## config.mk

```make
export PLATFORM = sky130hd
export DESIGN_NAME = daDds
export DESIGN_NICKNAME = d
export VERILOG_FILES = /design/src/rtl/ddsPkg.sv /design/src/rtl/daDds.sv /design/src/rtl/sineOutputStage.sv /design/src/rtl/phaseAccumulator.sv /design/src/rtl/freqRegFile.sv /design/src/rtl/uartReceiver.sv
export VERILOG_INCLUDE_DIRS = /design/src /design/src/rtl
export SDC_FILE = /design/constraint.sdc
export NUM_CORES = 1
export LEC_CHECK = 0
export BUFFER_PORTS_ARGS = -buffer_cell sky130_fd_sc_hd__buf_2
export CAP_MARGIN = 30
export CORE_MARGIN = 4
export CORE_UTILIZATION = 45
export DETAILED_ROUTE_END_ITERATION = 12
export PLACE_DENSITY = 0.61
export SLEW_MARGIN = 20
export SYNTH_ARGS = -nofsm -noshare
export SYNTH_HDL_FRONTEND = slang
export SYNTH_HIERARCHICAL = 1
export SYNTH_SLANG_ARGS = --single-unit
```

## constraint.sdc

```tcl
create_clock -name clk -period 3.1 [get_ports clk]
set_input_delay 0.155 -clock clk [delete_from_list [all_inputs] [get_ports clk]]
set_output_delay 0.155 -clock clk [all_outputs]
set_load 0.03 [all_outputs]
```

## src/rtl/dds_defines.svh

```systemverilog
`ifndef DDS_DEFINES_SVH
`define DDS_DEFINES_SVH

// serial line timing.
`define CLKS_PER_BIT 16 // keep even for a clean mid-bit sample.

// datapath widths.
`define PHASE_W 16
`define DAC_W 8

// mid-scale code, both the OOK off level and the reset level.
`define DAC_MID 128

`endif
```

## src/rtl/ddsPkg.sv

```systemverilog
`default_nettype none

`include "dds_defines.svh"

package ddsPkg;

    typedef enum logic [1:0] {
        idleSt,
        startSt,
        dataSt,
        stopSt
    } uartState_t;

    // one received byte with its strobe.
    typedef struct packed {
        logic       valid;
        logic [7:0] data;
    } rxByte_t;

    typedef struct packed {
        logic [`PHASE_W-1:0] freq1;
        logic [`PHASE_W-1:0] freq0;
    } tuning_t;

endpackage

`default_nettype wire

```

## src/rtl/daDds.sv

```systemverilog
`timescale 1ns/10ps
`default_nettype none

`include "dds_defines.svh"

module daDds (
    input  wire logic         clk,
    input  wire logic         rst,
    input  wire logic         rx,
    input  wire logic         rfData,
    input  wire logic         freqSel,
    output logic [`DAC_W-1:0] dac
);
    import ddsPkg::*;

    rxByte_t             rxByte;
    tuning_t             tuning;
    logic [`PHASE_W-1:0] phase;

    uartReceiver uart (
        .clk    (clk),
        .rst    (rst),
        .rx     (rx),
        .rxByte (rxByte)
    );

    freqRegFile regs (
        .clk     (clk),
        .rst     (rst),
        .rxByte  (rxByte),
        .freqSel (freqSel),
        .tuning  (tuning)
    );

    phaseAccumulator accum (
        .clk    (clk),
        .rst    (rst),
        .rfData (rfData),
        .tuning (tuning),
        .phase  (phase)
    );

    sineOutputStage outStage (
        .phase  (phase),
        .clk    (clk),
        .rst    (rst),
        .tuning (tuning),
        .rfData (rfData),
        .dac    (dac)
    );

endmodule

`default_nettype wire

```

## src/rtl/sineOutputStage.sv

```systemverilog
`timescale 1ns/10ps
`default_nettype none

`include "dds_defines.svh"

module sineOutputStage (
    input  wire logic [`PHASE_W-1:0] phase,
    input  wire logic                clk,
    input  wire logic                rst,
    input  wire ddsPkg::tuning_t     tuning,
    input  wire logic                rfData,
    output logic [`DAC_W-1:0]        dac
);

    // first quadrant of the sine in offset binary.
    localparam logic [`DAC_W-1:0] quarterTable [64] = '{
        8'h7F, 8'h82, 8'h85, 8'h88, 8'h8B, 8'h8F, 8'h92, 8'h95,
        8'h98, 8'h9B, 8'h9E, 8'hA1, 8'hA4, 8'hA7, 8'hAA, 8'hAD,
        8'hB0, 8'hB2, 8'hB5, 8'hB8, 8'hBB, 8'hBE, 8'hC0, 8'hC3,
        8'hC6, 8'hC8, 8'hCB, 8'hCD, 8'hD0, 8'hD2, 8'hD4, 8'hD7,
        8'hD9, 8'hDB, 8'hDD, 8'hDF, 8'hE1, 8'hE3, 8'hE5, 8'hE7,
        8'hE9, 8'hEA, 8'hEC, 8'hEE, 8'hEF, 8'hF0, 8'hF2, 8'hF3,
        8'hF4, 8'hF5, 8'hF7, 8'hF8, 8'hF9, 8'hF9, 8'hFA, 8'hFB,
        8'hFC, 8'hFC, 8'hFD, 8'hFD, 8'hFD, 8'hFE, 8'hFE, 8'hFE
    };

    localparam logic [`DAC_W-1:0] midScale = `DAC_W'(`DAC_MID);

    logic [7:0]        phaseTop;
    logic [5:0]        tableIdx;
    logic [`DAC_W-1:0] entry;
    logic [`DAC_W-1:0] sample;
    logic [`DAC_W-1:0] nextDac;
    logic              ookOff;

    assign phaseTop = phase[`PHASE_W-1 -: 8];

    // quadrants 1 and 3 walk the table backwards.
    assign tableIdx = phaseTop[6] ? 6'd63 - phaseTop[5:0] : phaseTop[5:0];
    assign entry    = quarterTable[tableIdx];

    // lower half of the cycle mirrors about mid-scale.
    assign sample = phaseTop[7] ? ~entry : entry; // same as 255 - entry.

    // freq1 never programmed means the carrier is keyed by rfData.
    assign ookOff  = (tuning.freq1 == '0) && !rfData;
    assign nextDac = ookOff ? midScale : sample;

    always_ff @(posedge clk) begin
        if (rst) begin
            dac <= midScale;
        end else begin
            dac <= nextDac;
        end
    end

    ookBlank: assert property (@(posedge clk) disable iff (rst)
        (tuning.freq1 == '0 && !rfData) |=> (dac == `DAC_W'(`DAC_MID)));

endmodule

`default_nettype wire

```

## src/rtl/phaseAccumulator.sv

```systemverilog
`timescale 1ns/10ps
`default_nettype none

`include "dds_defines.svh"

module phaseAccumulator (
    input  wire logic            clk,
    input  wire logic            rst,
    input  wire logic            rfData,
    input  wire ddsPkg::tuning_t tuning,
    output logic [`PHASE_W-1:0]  phase
);

    logic [`PHASE_W-1:0] step;

    // fsk. rfData picks the tuning word.
    assign step = rfData ? tuning.freq1 : tuning.freq0;

    always_ff @(posedge clk) begin
        if (rst) begin
            phase <= '0;
        end else begin
            phase <= phase + step; // wraps mod 2^PHASE_W.
        end
    end

endmodule

`default_nettype wire

```

## src/rtl/freqRegFile.sv

```systemverilog
`timescale 1ns/10ps
`default_nettype none

`include "dds_defines.svh"

module freqRegFile (
    input  wire logic            clk,
    input  wire logic            rst,
    input  wire ddsPkg::rxByte_t rxByte,
    input  wire logic            freqSel,
    output ddsPkg::tuning_t      tuning
);

    logic [7:0]          lowByte;
    logic                expectHigh; // pair pointer.
    logic [`PHASE_W-1:0] freq0Q;
    logic [`PHASE_W-1:0] freq1Q;
    logic [`PHASE_W-1:0] fullWord;

    assign fullWord = {rxByte.data, lowByte};

    always_ff @(posedge clk) begin
        if (rst) begin
            expectHigh <= 1'b0;
            freq0Q     <= '0;
            freq1Q     <= '0;
        end else if (rxByte.valid) begin
            expectHigh <= !expectHigh;
            // freqSel only matters on the closing byte.
            if (expectHigh) begin
                if (freqSel) begin
                    freq1Q <= fullWord;
                end else begin
                    freq0Q <= fullWord;
                end
            end
        end
    end

    always_ff @(posedge clk) begin
        if (rxByte.valid && !expectHigh) lowByte <= rxByte.data;
    end

    assign tuning = '{freq1: freq1Q, freq0: freq0Q};

    // writes land one cycle after the high byte strobe, never otherwise.
    writeOnPair: assert property (@(posedge clk) disable iff (rst)
        $changed(tuning) |-> $past(rxByte.valid && expectHigh));

endmodule

`default_nettype wire

```

## src/rtl/uartReceiver.sv

```systemverilog
`timescale 1ns/10ps
`default_nettype none

`include "dds_defines.svh"

module uartReceiver (
    input  wire logic     clk,
    input  wire logic     rst,
    input  wire logic     rx,
    output ddsPkg::rxByte_t rxByte
);
    import ddsPkg::*;

    localparam int baudW = $clog2(`CLKS_PER_BIT);
    localparam logic [baudW-1:0] bitEnd = baudW'(`CLKS_PER_BIT - 1);
    localparam logic [baudW-1:0] midBit = baudW'(`CLKS_PER_BIT / 2 - 1);

    uartState_t       state;
    logic [1:0]       rxSync;
    logic             rxPrev;
    logic [baudW-1:0] baudCnt;
    logic [2:0]       bitCnt;
    logic [7:0]       shiftReg;
    logic             validQ;
    logic             startEdge;

    always_ff @(posedge clk) begin
        if (rst) begin
            rxSync <= 2'b11; // line idles high.
            rxPrev <= 1'b1;
        end else begin
            rxSync <= {rxSync[0], rx};
            rxPrev <= rxSync[1];
        end
    end

    // arm only on a falling edge, so a low line after a bad stop is ignored.
    assign startEdge = !rxSync[1] && rxPrev;

    always_ff @(posedge clk) begin
        if (rst) begin
            state   <= idleSt;
            baudCnt <= '0;
            bitCnt  <= '0;
            validQ  <= 1'b0;
        end else begin
            validQ <= 1'b0;
            case (state)
                idleSt: begin
                    baudCnt <= baudW'(1); // edge cycle counts as first tick.
                    if (startEdge) state <= startSt;
                end
                startSt: begin
                    if (baudCnt == midBit) begin
                        baudCnt <= '0;
                        bitCnt  <= '0;
                        state   <= rxSync[1] ? idleSt : dataSt; // glitch check.
                    end else begin
                        baudCnt <= baudCnt + 1'b1;
                    end
                end
                dataSt: begin
                    if (baudCnt == bitEnd) begin
                        baudCnt <= '0;
                        bitCnt  <= bitCnt + 1'b1;
                        if (bitCnt == 3'd7) state <= stopSt;
                    end else begin
                        baudCnt <= baudCnt + 1'b1;
                    end
                end
                stopSt: begin
                    if (baudCnt == bitEnd) begin
                        validQ <= rxSync[1]; // bad stop drops the byte.
                        state  <= idleSt;
                    end else begin
                        baudCnt <= baudCnt + 1'b1;
                    end
                end
                default: state <= idleSt;
            endcase
        end
    end

    // lsb first.
    always_ff @(posedge clk) begin
        if (state == dataSt && baudCnt == bitEnd) shiftReg <= {rxSync[1], shiftReg[7:1]};
    end

    assign rxByte = '{valid: validQ, data: shiftReg};

    validSingle: assert property (@(posedge clk) disable iff (rst)
        rxByte.valid |=> !rxByte.valid);

    stateKnown: assert property (@(posedge clk) disable iff (rst)
        !$isunknown(state));

endmodule

`default_nettype wire

```

; Word-level counts from Yosys, hierarchy flattened
; Memory sizes are Yosys's and may differ from the RTL's.
; Index checks and enable logic that the tools add are counted.
[totals]
n_memories = 1
regBits = 86
output_inout_bits = 8
rom_bits = 512
elab_cells = 71
in_bits = 5
[mem_list]
columns = memory, depth, width, rd, rd_clocked_by_memory_dff, write_ports, line_no
row1 = (name not given), 64, 8, 1, 0, 0, sineOutputStage.sv:40  ; assign entry = quarterTable[tableIdx];
[classes]
mux = 19
eq_ne = 12
reduce_logical = 16
add_sub_neg = 4
n_bitwise = 5
magnitude_cmp = 1
[ops]
columns = operator, count
row1 = 8-bit 2-to-1 mux, 3
row2 = 16-bit adder, 1
row3 = 16-bit zero test, 1
row4 = 16-bit 2-to-1 mux, 1
row5 = 4-bit one-hot mux with 4 select lines, 1
row6 = 2-bit 2-to-1 mux, 6
row7 = 4-bit 2-to-1 mux, 3
row8 = 2-bit by 1-bit != test with 1-bit output (second input constant), 5
row9 = 3-bit AND reduction, 3
row10 = 8-bit inverter, 1
row11 = 2-bit one-hot mux with 4 select lines, 1
row12 = 7-bit >= comparator (second input constant), 1
row13 = 6-bit inverter with 7-bit output, 1
row14 = 3-bit 2-to-1 mux, 2
row15 = 6-bit 2-to-1 mux, 1
row16 = 3-bit one-hot mux with 2 select lines, 1
row17 = 6-bit subtractor (first input constant), 1
row18 = 5-bit AND reduction, 1
row19 = 4-bit by 1-bit adder with 4-bit output (second input constant), 1
row20 = 2-bit equality test (second input constant), 2
row21 = 4-bit by 3-bit equality test with 1-bit output (second input constant), 1
row22 = 4-bit equality test (second input constant), 1
row23 = 1-bit logical AND, 4
row24 = 3-bit by 1-bit adder with 3-bit output (second input constant), 1
row25 = other kinds (9), 13

; Logic depth before layout (Yosys ltp)
; Gate-level depths: netlist (run 1).
[logic_depth]
ltp_word = 8
mapped_depth = 13

; Modules after synthesis
; Netlist (run 1), hierarchy kept.
[modules_own_cells]
columns = mod, instances, cells_per_inst, seq_area_each_um2, area_per_inst_um2
row1 = sineOutputStage, 1, 246, 160.2, 1644.1
row2 = freqRegFile, 1, 136, 900.9, 1630.3
row3 = phaseAccumulator, 1, 155, 320.3, 1380.1
row4 = uartReceiver, 1, 81, 500.5, 898.4

; Least setup slack after synthesis (run 1)
; No wires, ideal clock.
[synth_timing]
path_kind = input port to flip-flop
start = input port rfData
end = register accum.phase[12]
cell_stages = 11
slack_ns = 0.264
arrival_ns = 2.715
cell_sequence = clkbuf_1 > clkbuf_1 > mux2_2 > ha_1 > buf_6 > and3_1 > buf_6 > a22o_1 > o22a_2 > a21oi_1 > mux2_2
[synth_via]
elab_chain_cells = 2
[synth_rtl]
columns = item, line_no
row1 = "start, declared", daDds.sv:10  ; input wire logic rfData,
row2 = 16-bit 2-to-1 mux, phaseAccumulator.sv:17  ; assign step = rfData ? tuning.freq1 : tuning.freq0;
row3 = 16-bit adder, phaseAccumulator.sv:23  ; phase <= phase + step;
row4 = "end signal, assigned", phaseAccumulator.sv:23
row5 = "end, declared", phaseAccumulator.sv:11  ; output logic [`PHASE_W-1:0] phase
; Every way passes these cells.
; A chain may end at the register's enable or synchronous reset.

; Worst setup path after layout (run 1)
[layout_timing]
start = register accum.phase[8]
end = register outStage.dac[2]
[layout_via]
elab_chain_cells = 8
[layout_rtl]
columns = item, line_no
row1 = 6-bit subtractor, sineOutputStage.sv:39  ; assign tableIdx = phaseTop[6] ? 6'd63 - phaseTop[5:0] : phaseTop[5:0];
row2 = 6-bit 2-to-1 mux *, sineOutputStage.sv:39
row3 = 6-bit inverter with 7-bit output (implied by the code) *, sineOutputStage.sv:40
row4 = memory read 64 x 8 bit *, -
row5 = 8-bit 2-to-1 mux (implied by the code) * (2 in series), sineOutputStage.sv:40
row6 = 8-bit inverter, sineOutputStage.sv:43  ; assign sample = phaseTop[7] ? ~entry : entry;
row7 = 8-bit 2-to-1 mux *, sineOutputStage.sv:43
row8 = "end signal, assigned", sineOutputStage.sv:51  ; dac <= midScale;
row9 = "end signal, assigned", sineOutputStage.sv:53  ; dac <= nextDac;
row10 = "end, declared", sineOutputStage.sv:12  ; output logic [`DAC_W-1:0] dac
; Mark *: on every way between the ends. The rest lies on a longest branch, timed or not. The select of a mux whose other input is x is not followed.

==> results of run 1 <==
-- final cells by class --
| type | instances | area share, % |
|---|---|---|
| sequential | 86 | 31.6 |
| timing repair buffer | 22 | 2.31 |
| multi-input combinational | 470 | 55.8 |
| tap | 168 | 3.53 |
| clock inverter | 7 | 1.64 |
| clock buffer | 9 | 3.79 |
| inverter | 20 | 1.26 |
-- cell families after synthesis --
kind of cell / Yosys count / share of synthesized area [%]
multiplexers: 58 / 10.9
flip-flops: 86 / 33.9
AND/OR/NAND/NOR: 212 / 21.4
buffers and inverters: 62 / 6.29
adder cells (fa/ha/maj): 27 / 6.22
XOR/XNOR: 14 / 2.21
AO/OA/AOI/OAI: 159 / 19.2
-- per-stage QoR --
stage | hold slack (ns) | utilization (%) | std cells | worst slack [ns]
final | 0.315 | 49.3 | 782 | 0.671
after global routing | 0.323 | 49.3 | 782 | 0.481
after CTS | 0.314 | 49.3 | 782 | 0.663
after detailed placement | 0.345 | 46.6 | 765 | 0.381
after global placement | 0.344 | 46.6 | 765 | 0.393
after floorplan | 0.259 | - | 618 | 0.264
-- worst paths after layout --
kind,cells after the start,end
worst min-delay path,3,regs/freq0Q[9]$_SDFFE_PP0P_
worst max-delay path,9,outStage/dac[2]$_SDFF_PP0_
worst min register to register,1,uart/rxSync[1]$_SDFF_PP1_
worst max register to register,9,outStage/dac[2]$_SDFF_PP0_
-- flip-flops by register name (all words and copies together), names as in the netlist, named ones only --
name and flops:
uart/bitCnt 3, uart/baudCnt 4, uart/validQ 1, regs/freq0Q 16, uart/shiftReg 8, uart/rxPrev 1
regs/freq1Q 16, uart/state 1, outStage/dac 8, regs/lowByte 8, accum/phase 16, regs/expectHigh 1
uart/rxSync 2
-- power by group --
part           internal, mW  switching [mW]  leakage [nW]  total, mW
logic                0.0298          0.0434          1.59     0.0733
clock network         0.708           0.440         0.152       1.15
registers              1.14         0.00543         0.710       1.15
-- routing by layer --
| layer | vias up | global-route usage (%) | wire length [µm] |
|---|---|---|---|
| li1 | 2240 | - | - |
| met1 | 2164 | 22.4 | 5760 |
| met2 | 105 | 30.6 | 6270 |
| met3 | 16 | 3.47 | 508 |
| met4 | 0 | 4.85 | 195 |
| met5 | - | 0 | 0 |
-- cell usage after synthesis, types with 5 or more instances --
master / number / area (µm²)
a31oi_1: 11 / 68.8
edfxtp_1: 16 / 480
and2_1: 6 / 37.5
nand2b_1: 70 / 438
nor2b_1: 16 / 100
xor2_1: 5 / 43.8
nand3_1: 11 / 55.1
dfxtp_1: 70 / 1400
xnor2_1: 9 / 78.8
buf_6: 10 / 113
mux2_2: 18 / 203
or2_2: 5 / 31.3
o21ai_0: 29 / 145
nand2_1: 30 / 113
inv_1: 19 / 71.3
nor2_1: 27 / 101
mux2i_1: 40 / 400
a21oi_1: 34 / 170
o22ai_1: 7 / 43.8
o31ai_1: 5 / 37.5
and3_1: 6 / 37.5
ha_1: 26 / 325
a21o_1: 8 / 60.1
buf_4: 6 / 45.0
nor3_1: 16 / 80.1
o21a_1: 6 / 45.0
a211oi_1: 14 / 105
buf_2: 15 / 75.1
clkbuf_1: 10 / 37.5
-- cell usage in the layout (no fill, tap or decap), drive strengths merged, types with 5 or more instances in the layout --
cell     n
a211oi  14
a21o     8
a21oi   35
a31oi   11
and2     6
and3     8
buf     21
clkbuf   9
dfxtp   70
edfxtp  16
ha      26
inv     21
mux2    18
mux2i   40
nand2   30
nand2b  70
nand3   11
nor2    27
nor2b   16
nor3    16
o21a     6
o21ai   30
o22ai    7
o31ai    5
or2      5
xnor2    9
xor2     5
-- worst max-delay path, stage by stage, from the launching register on --
cell and delay [ns]:
dfxtp_1 0.54, xnor2_1 0.25, inv_1 0.13, ha_1 0.39, nand2_1 0.09, and2_1 0.18, o221ai_1 0.16, o31ai_1 0.10
a32oi_1 0.31, mux2i_1 0.23
==> reports/metrics.yaml, run 1 <==
avgViaCountPerCell: 5.79
synth-async-reset-ratio_pct: 0
cts.htree.levels: 3
start_kind: "flip-flop"
track_usage_pct: 17.7
endpoint_kind: "flip-flop"
clock_skew_ns: 0.00470
synth_area_um2: 5550
drt_iter0_drc: 433
crit_type: "flip-flop to flip-flop"
slew_violations: 0
fin_area_um2: 5950
syn_nets: 650
hold_buffers: 1
critPathLaunch: "accum/phase[8]$_SDFF_PP0_"
multi_input_area_um2: 3320
grt_first_pass_wirelength_um: 20700
wl_per_cell_um: 16.3
relSlewSlack_pct: 44.2
place_congestion: 0.970
synth_edf_count: 16
worst_pin_slew_ns: 0.837
placed_cell_area_um2: 5620
reg2reg_from: "accum/phase[8]$_SDFF_PP0_"
grt_max_degree: 56
rows: 40
tritoncts: "built"
required_ns: 3.37
rsz0062_at_grt: "false"
die_h_um: 119
syn_avg_cell_area_um2: 8.99
power.leakage_nw: 2.45
rrSetupSlack_ns: 0.67
yosys_register_bits: 86
post_cts_buffers: 0
power_mw: 2.37
drt-pass1-iter-count: 5
drc: 0
die_w_um: 119
layout-drive-gt1-share_pct: 11.6
hold_violations: 0
start_util_pct: 46.0
die_area_um2: 14200
seqCellArea_um2: 1880
io_pins: 13
port-buffer-count: 12
outcome: "completed"
final_nets: 641
powerDensity_nw_per_um2: 398
clk_path_buf_depth: 2
root_buffer: "clkbuf_16"
fin_crit_sh_pct: 78.3
post-route-min-period_ns: 2.43
synth_warnings: 6
syn_inst: 618
drt-total-wl_um: 12700
arrival_ns: 2.70
setup_violations: 0
min_from: "freqSel"
cap_violations: 0
fmax_ghz: 0.412
synthToLayoutAreaGrowth_pct: 7.14
synthFlopType: "dfxtp_1"
cts_made_buffers: 9
antenna_found_initial: 0
ys_types: 71
grt_pass1_vias: 4192
nFillCells: 1126
coreArea_um2: 12100
place_hpwl_um: 9220
grt_overflow_total: 0
ctsResizeCount: 0
worstSkewPairLatency_ns: 0.34
postRouteAntennaNets: 0
peakVddDrop_v: 0.000489
clock_sink_count: 86
clkTransAtPathRegs_ns: 0.06
cp_max_fo: 8
min_path_type: "input port to flip-flop"
fin_tns_setup_ns: 0
ys_seq_area_share_pct: 33.9
diodes: 0
vias: 4525
Note: power is estimated with default switching activity, not from simulation.
==> run 2: changes to the inputs <==
- clock period: 3.1 -> 2.5 ns (I/O delays scaled with it)
==> run 2 against run 1 <==
Setup slack worse by 0.49 ns. Sequential share of layout area fell by 0.63 points. Routed wire length rose by 2.1%. First-iteration DRC count down 40%. Worst hold slack got worse by 0.021 ns. Combinational power is 32% higher. Register-to-register slack worse by 0.49 ns. Final cell count rose by 1.7%. Critical path depth is the same. Die area unchanged. Total power rose by 21%. Highest routed layer unchanged.
==> reports/metrics.yaml, run 2 (synthesized netlist as in run 1, its figures left out) <==
outcome: "completed"  # unchanged
clock_sink_count: 86  # unchanged
grt_max_degree: 57  # was 56
worst_pin_slew_ns: 0.810  # was 0.837 ns
post_cts_buffers: 0  # unchanged
cap_violations: 0  # unchanged
coreArea_um2: 12100  # unchanged
die_area_um2: 14200  # unchanged
place_hpwl_um: 9590  # was 9220 µm
clk_path_buf_depth: 2  # unchanged
drt_iter0_drc: 259  # was 433
clock_skew_ns: 0.00694  # was 0.00470 ns
port-buffer-count: 12  # unchanged
fmax_ghz: 0.431  # was 0.412 GHz
wl_per_cell_um: 16.3  # about the same
fin_tns_setup_ns: 0  # unchanged
post-place-ws_ns: 0.0824  # was 0.381 ns
power.leakage_nw: 2.51  # was 2.45 nW
layout-drive-gt1-share_pct: 13.7  # was 11.6%
min_path_type: "input port to flip-flop"  # unchanged
fin_crit_sh_pct: 92.8  # was 78.3%
hold_slack_ns: 0.295  # was 0.315 ns
worst_slack_ns: 0.181  # was 0.671 ns
fin_area_um2: 6070  # was 5950 µm²
setup_violations: 0  # unchanged
start_util_pct: 46.0  # unchanged
final_nets: 654  # was 641
power_mw: 2.87  # was 2.37 mW
dp_cells: 778  # was 765
post-route-min-period_ns: 2.32  # was 2.43 ns
drt-total-wl_um: 13000  # was 12700 µm
arrival_ns: 2.58  # was 2.70 ns
crit_type: "flip-flop to flip-flop"  # unchanged
cts_made_buffers: 9  # unchanged
nFillCells: 1114  # was 1126
antenna_found_initial: 0  # unchanged
rows: 40  # unchanged
avgViaCountPerCell: 5.61  # was 5.79
cts.htree.levels: 3  # unchanged
instances_no_fill: 795  # was 782
grt_first_pass_wirelength_um: 21600  # was 20700 µm
required_ns: 2.76  # was 3.37 ns
grt_overflow_total: 0  # unchanged
relSlewSlack_pct: 46.0  # was 44.2%
rsz0062_at_grt: "false"  # unchanged
die_h_um: 119  # unchanged
powerDensity_nw_per_um2: 472  # was 398 nW/µm²
track_usage_pct: 18.5  # was 17.7%
slew_violations: 0  # unchanged
root_buffer: "clkbuf_16"  # unchanged
reg_top3: "accum/phase: 16 flops, regs/freq0Q: 16 flops, regs/freq1Q: 16 flops"  # unchanged
clkTransAtPathRegs_ns: 0.07  # was 0.06 ns
place_congestion: 0.972  # was 0.970
start_kind: "flip-flop"  # unchanged
postRouteAntennaNets: 0  # unchanged
io_pins: 13  # unchanged
placed_cell_area_um2: 5750  # was 5620 µm²
worstSkewPairLatency_ns: 0.34  # about the same
utilization_pct: 50.3  # was 49.3%
critPathLaunch: "accum/phase[14]$_SDFF_PP0_"  # was accum/phase[8]$_SDFF_PP0_
vias: 4456  # was 4525
drt-pass1-iter-count: 5  # unchanged
final_cell_mix: "nand2b_1, dfxtp_1, mux2i_1"  # unchanged
drc: 0  # unchanged
diodes: 0  # unchanged
die_w_um: 119  # unchanged
cp_max_fo: 5  # was 8
hold_violations: 0  # unchanged
grt_pass1_vias: 4247  # was 4192
reg2reg_from: "accum/phase[14]$_SDFF_PP0_"  # was accum/phase[8]$_SDFF_PP0_
tritoncts: "built"  # unchanged
peakVddDrop_v: 0.000438  # was 0.000489 V
min_from: "freqSel"  # unchanged
endpoint_kind: "flip-flop"  # unchanged
synthToLayoutAreaGrowth_pct: 9.31  # was 7.14%
## run 2: changes by cell type in the layout (fill, tap and decap cells not counted), sizes merged
cell	change
inv	+1
clkbuf	+1
bufinv	-1
clkinvlp	-1
buf	+13
## run 2: timing repair
action,CTS,global route
hold buffers,1,0
hold endpoints to repair,1,0
setup endpoints to repair,0,3
resized for setup,0,2
## run 2: metal layers
layer  GRT usage, %  wire length [µm]  up-vias
met4           5.29               110        0
li1               -                 -     2253
met1           25.2              6110     2081
met5              0                 0        -
met2           30.8              6280      109
met3           2.47               496       13
## run 2: where the power goes
group | switching [mW] | leakage [nW] | internal (mW)
Combinational | 0.0558 | 1.66 | 0.0410
Clock | 0.560 | 0.145 | 0.785
Sequential | 0.00675 | 0.710 | 1.42
## run 2: layout make-up
class	count	area [µm²]	share of cell area, %
Tap cell	168	210	3.46
Clock inverter	6	71.3	1.18
Sequential cell	86	1880	31.0
Inverter	20	75.1	1.24
Clock buffer	10	229	3.77
Timing Repair Buffer	35	260	4.29
Multi-Input combinational cell	470	3340	55.1
## run 2: final timing paths
check | end | slack, ns | cells past startpoint
worst max-delay path | outStage/dac[2]$_SDFF_PP0_ | 0.18 | 9
worst min-delay path | regs/freq0Q[9]$_SDFFE_PP0P_ | 0.29 | 3
worst max register to register | outStage/dac[2]$_SDFF_PP0_ | 0.18 | 9
worst min register to register | uart/rxSync[1]$_SDFF_PP1_ | 0.41 | 1
## run 2: worst max-delay path: stages, from the launching register on
cell and delay (ns):
dfxtp_1 0.48, xnor2_2 0.19, inv_1 0.10, ha_1 0.38, nand2_1 0.12, and2_1 0.18
o221ai_1 0.18, o31ai_1 0.13, a32oi_1 0.24, mux2i_1 0.24
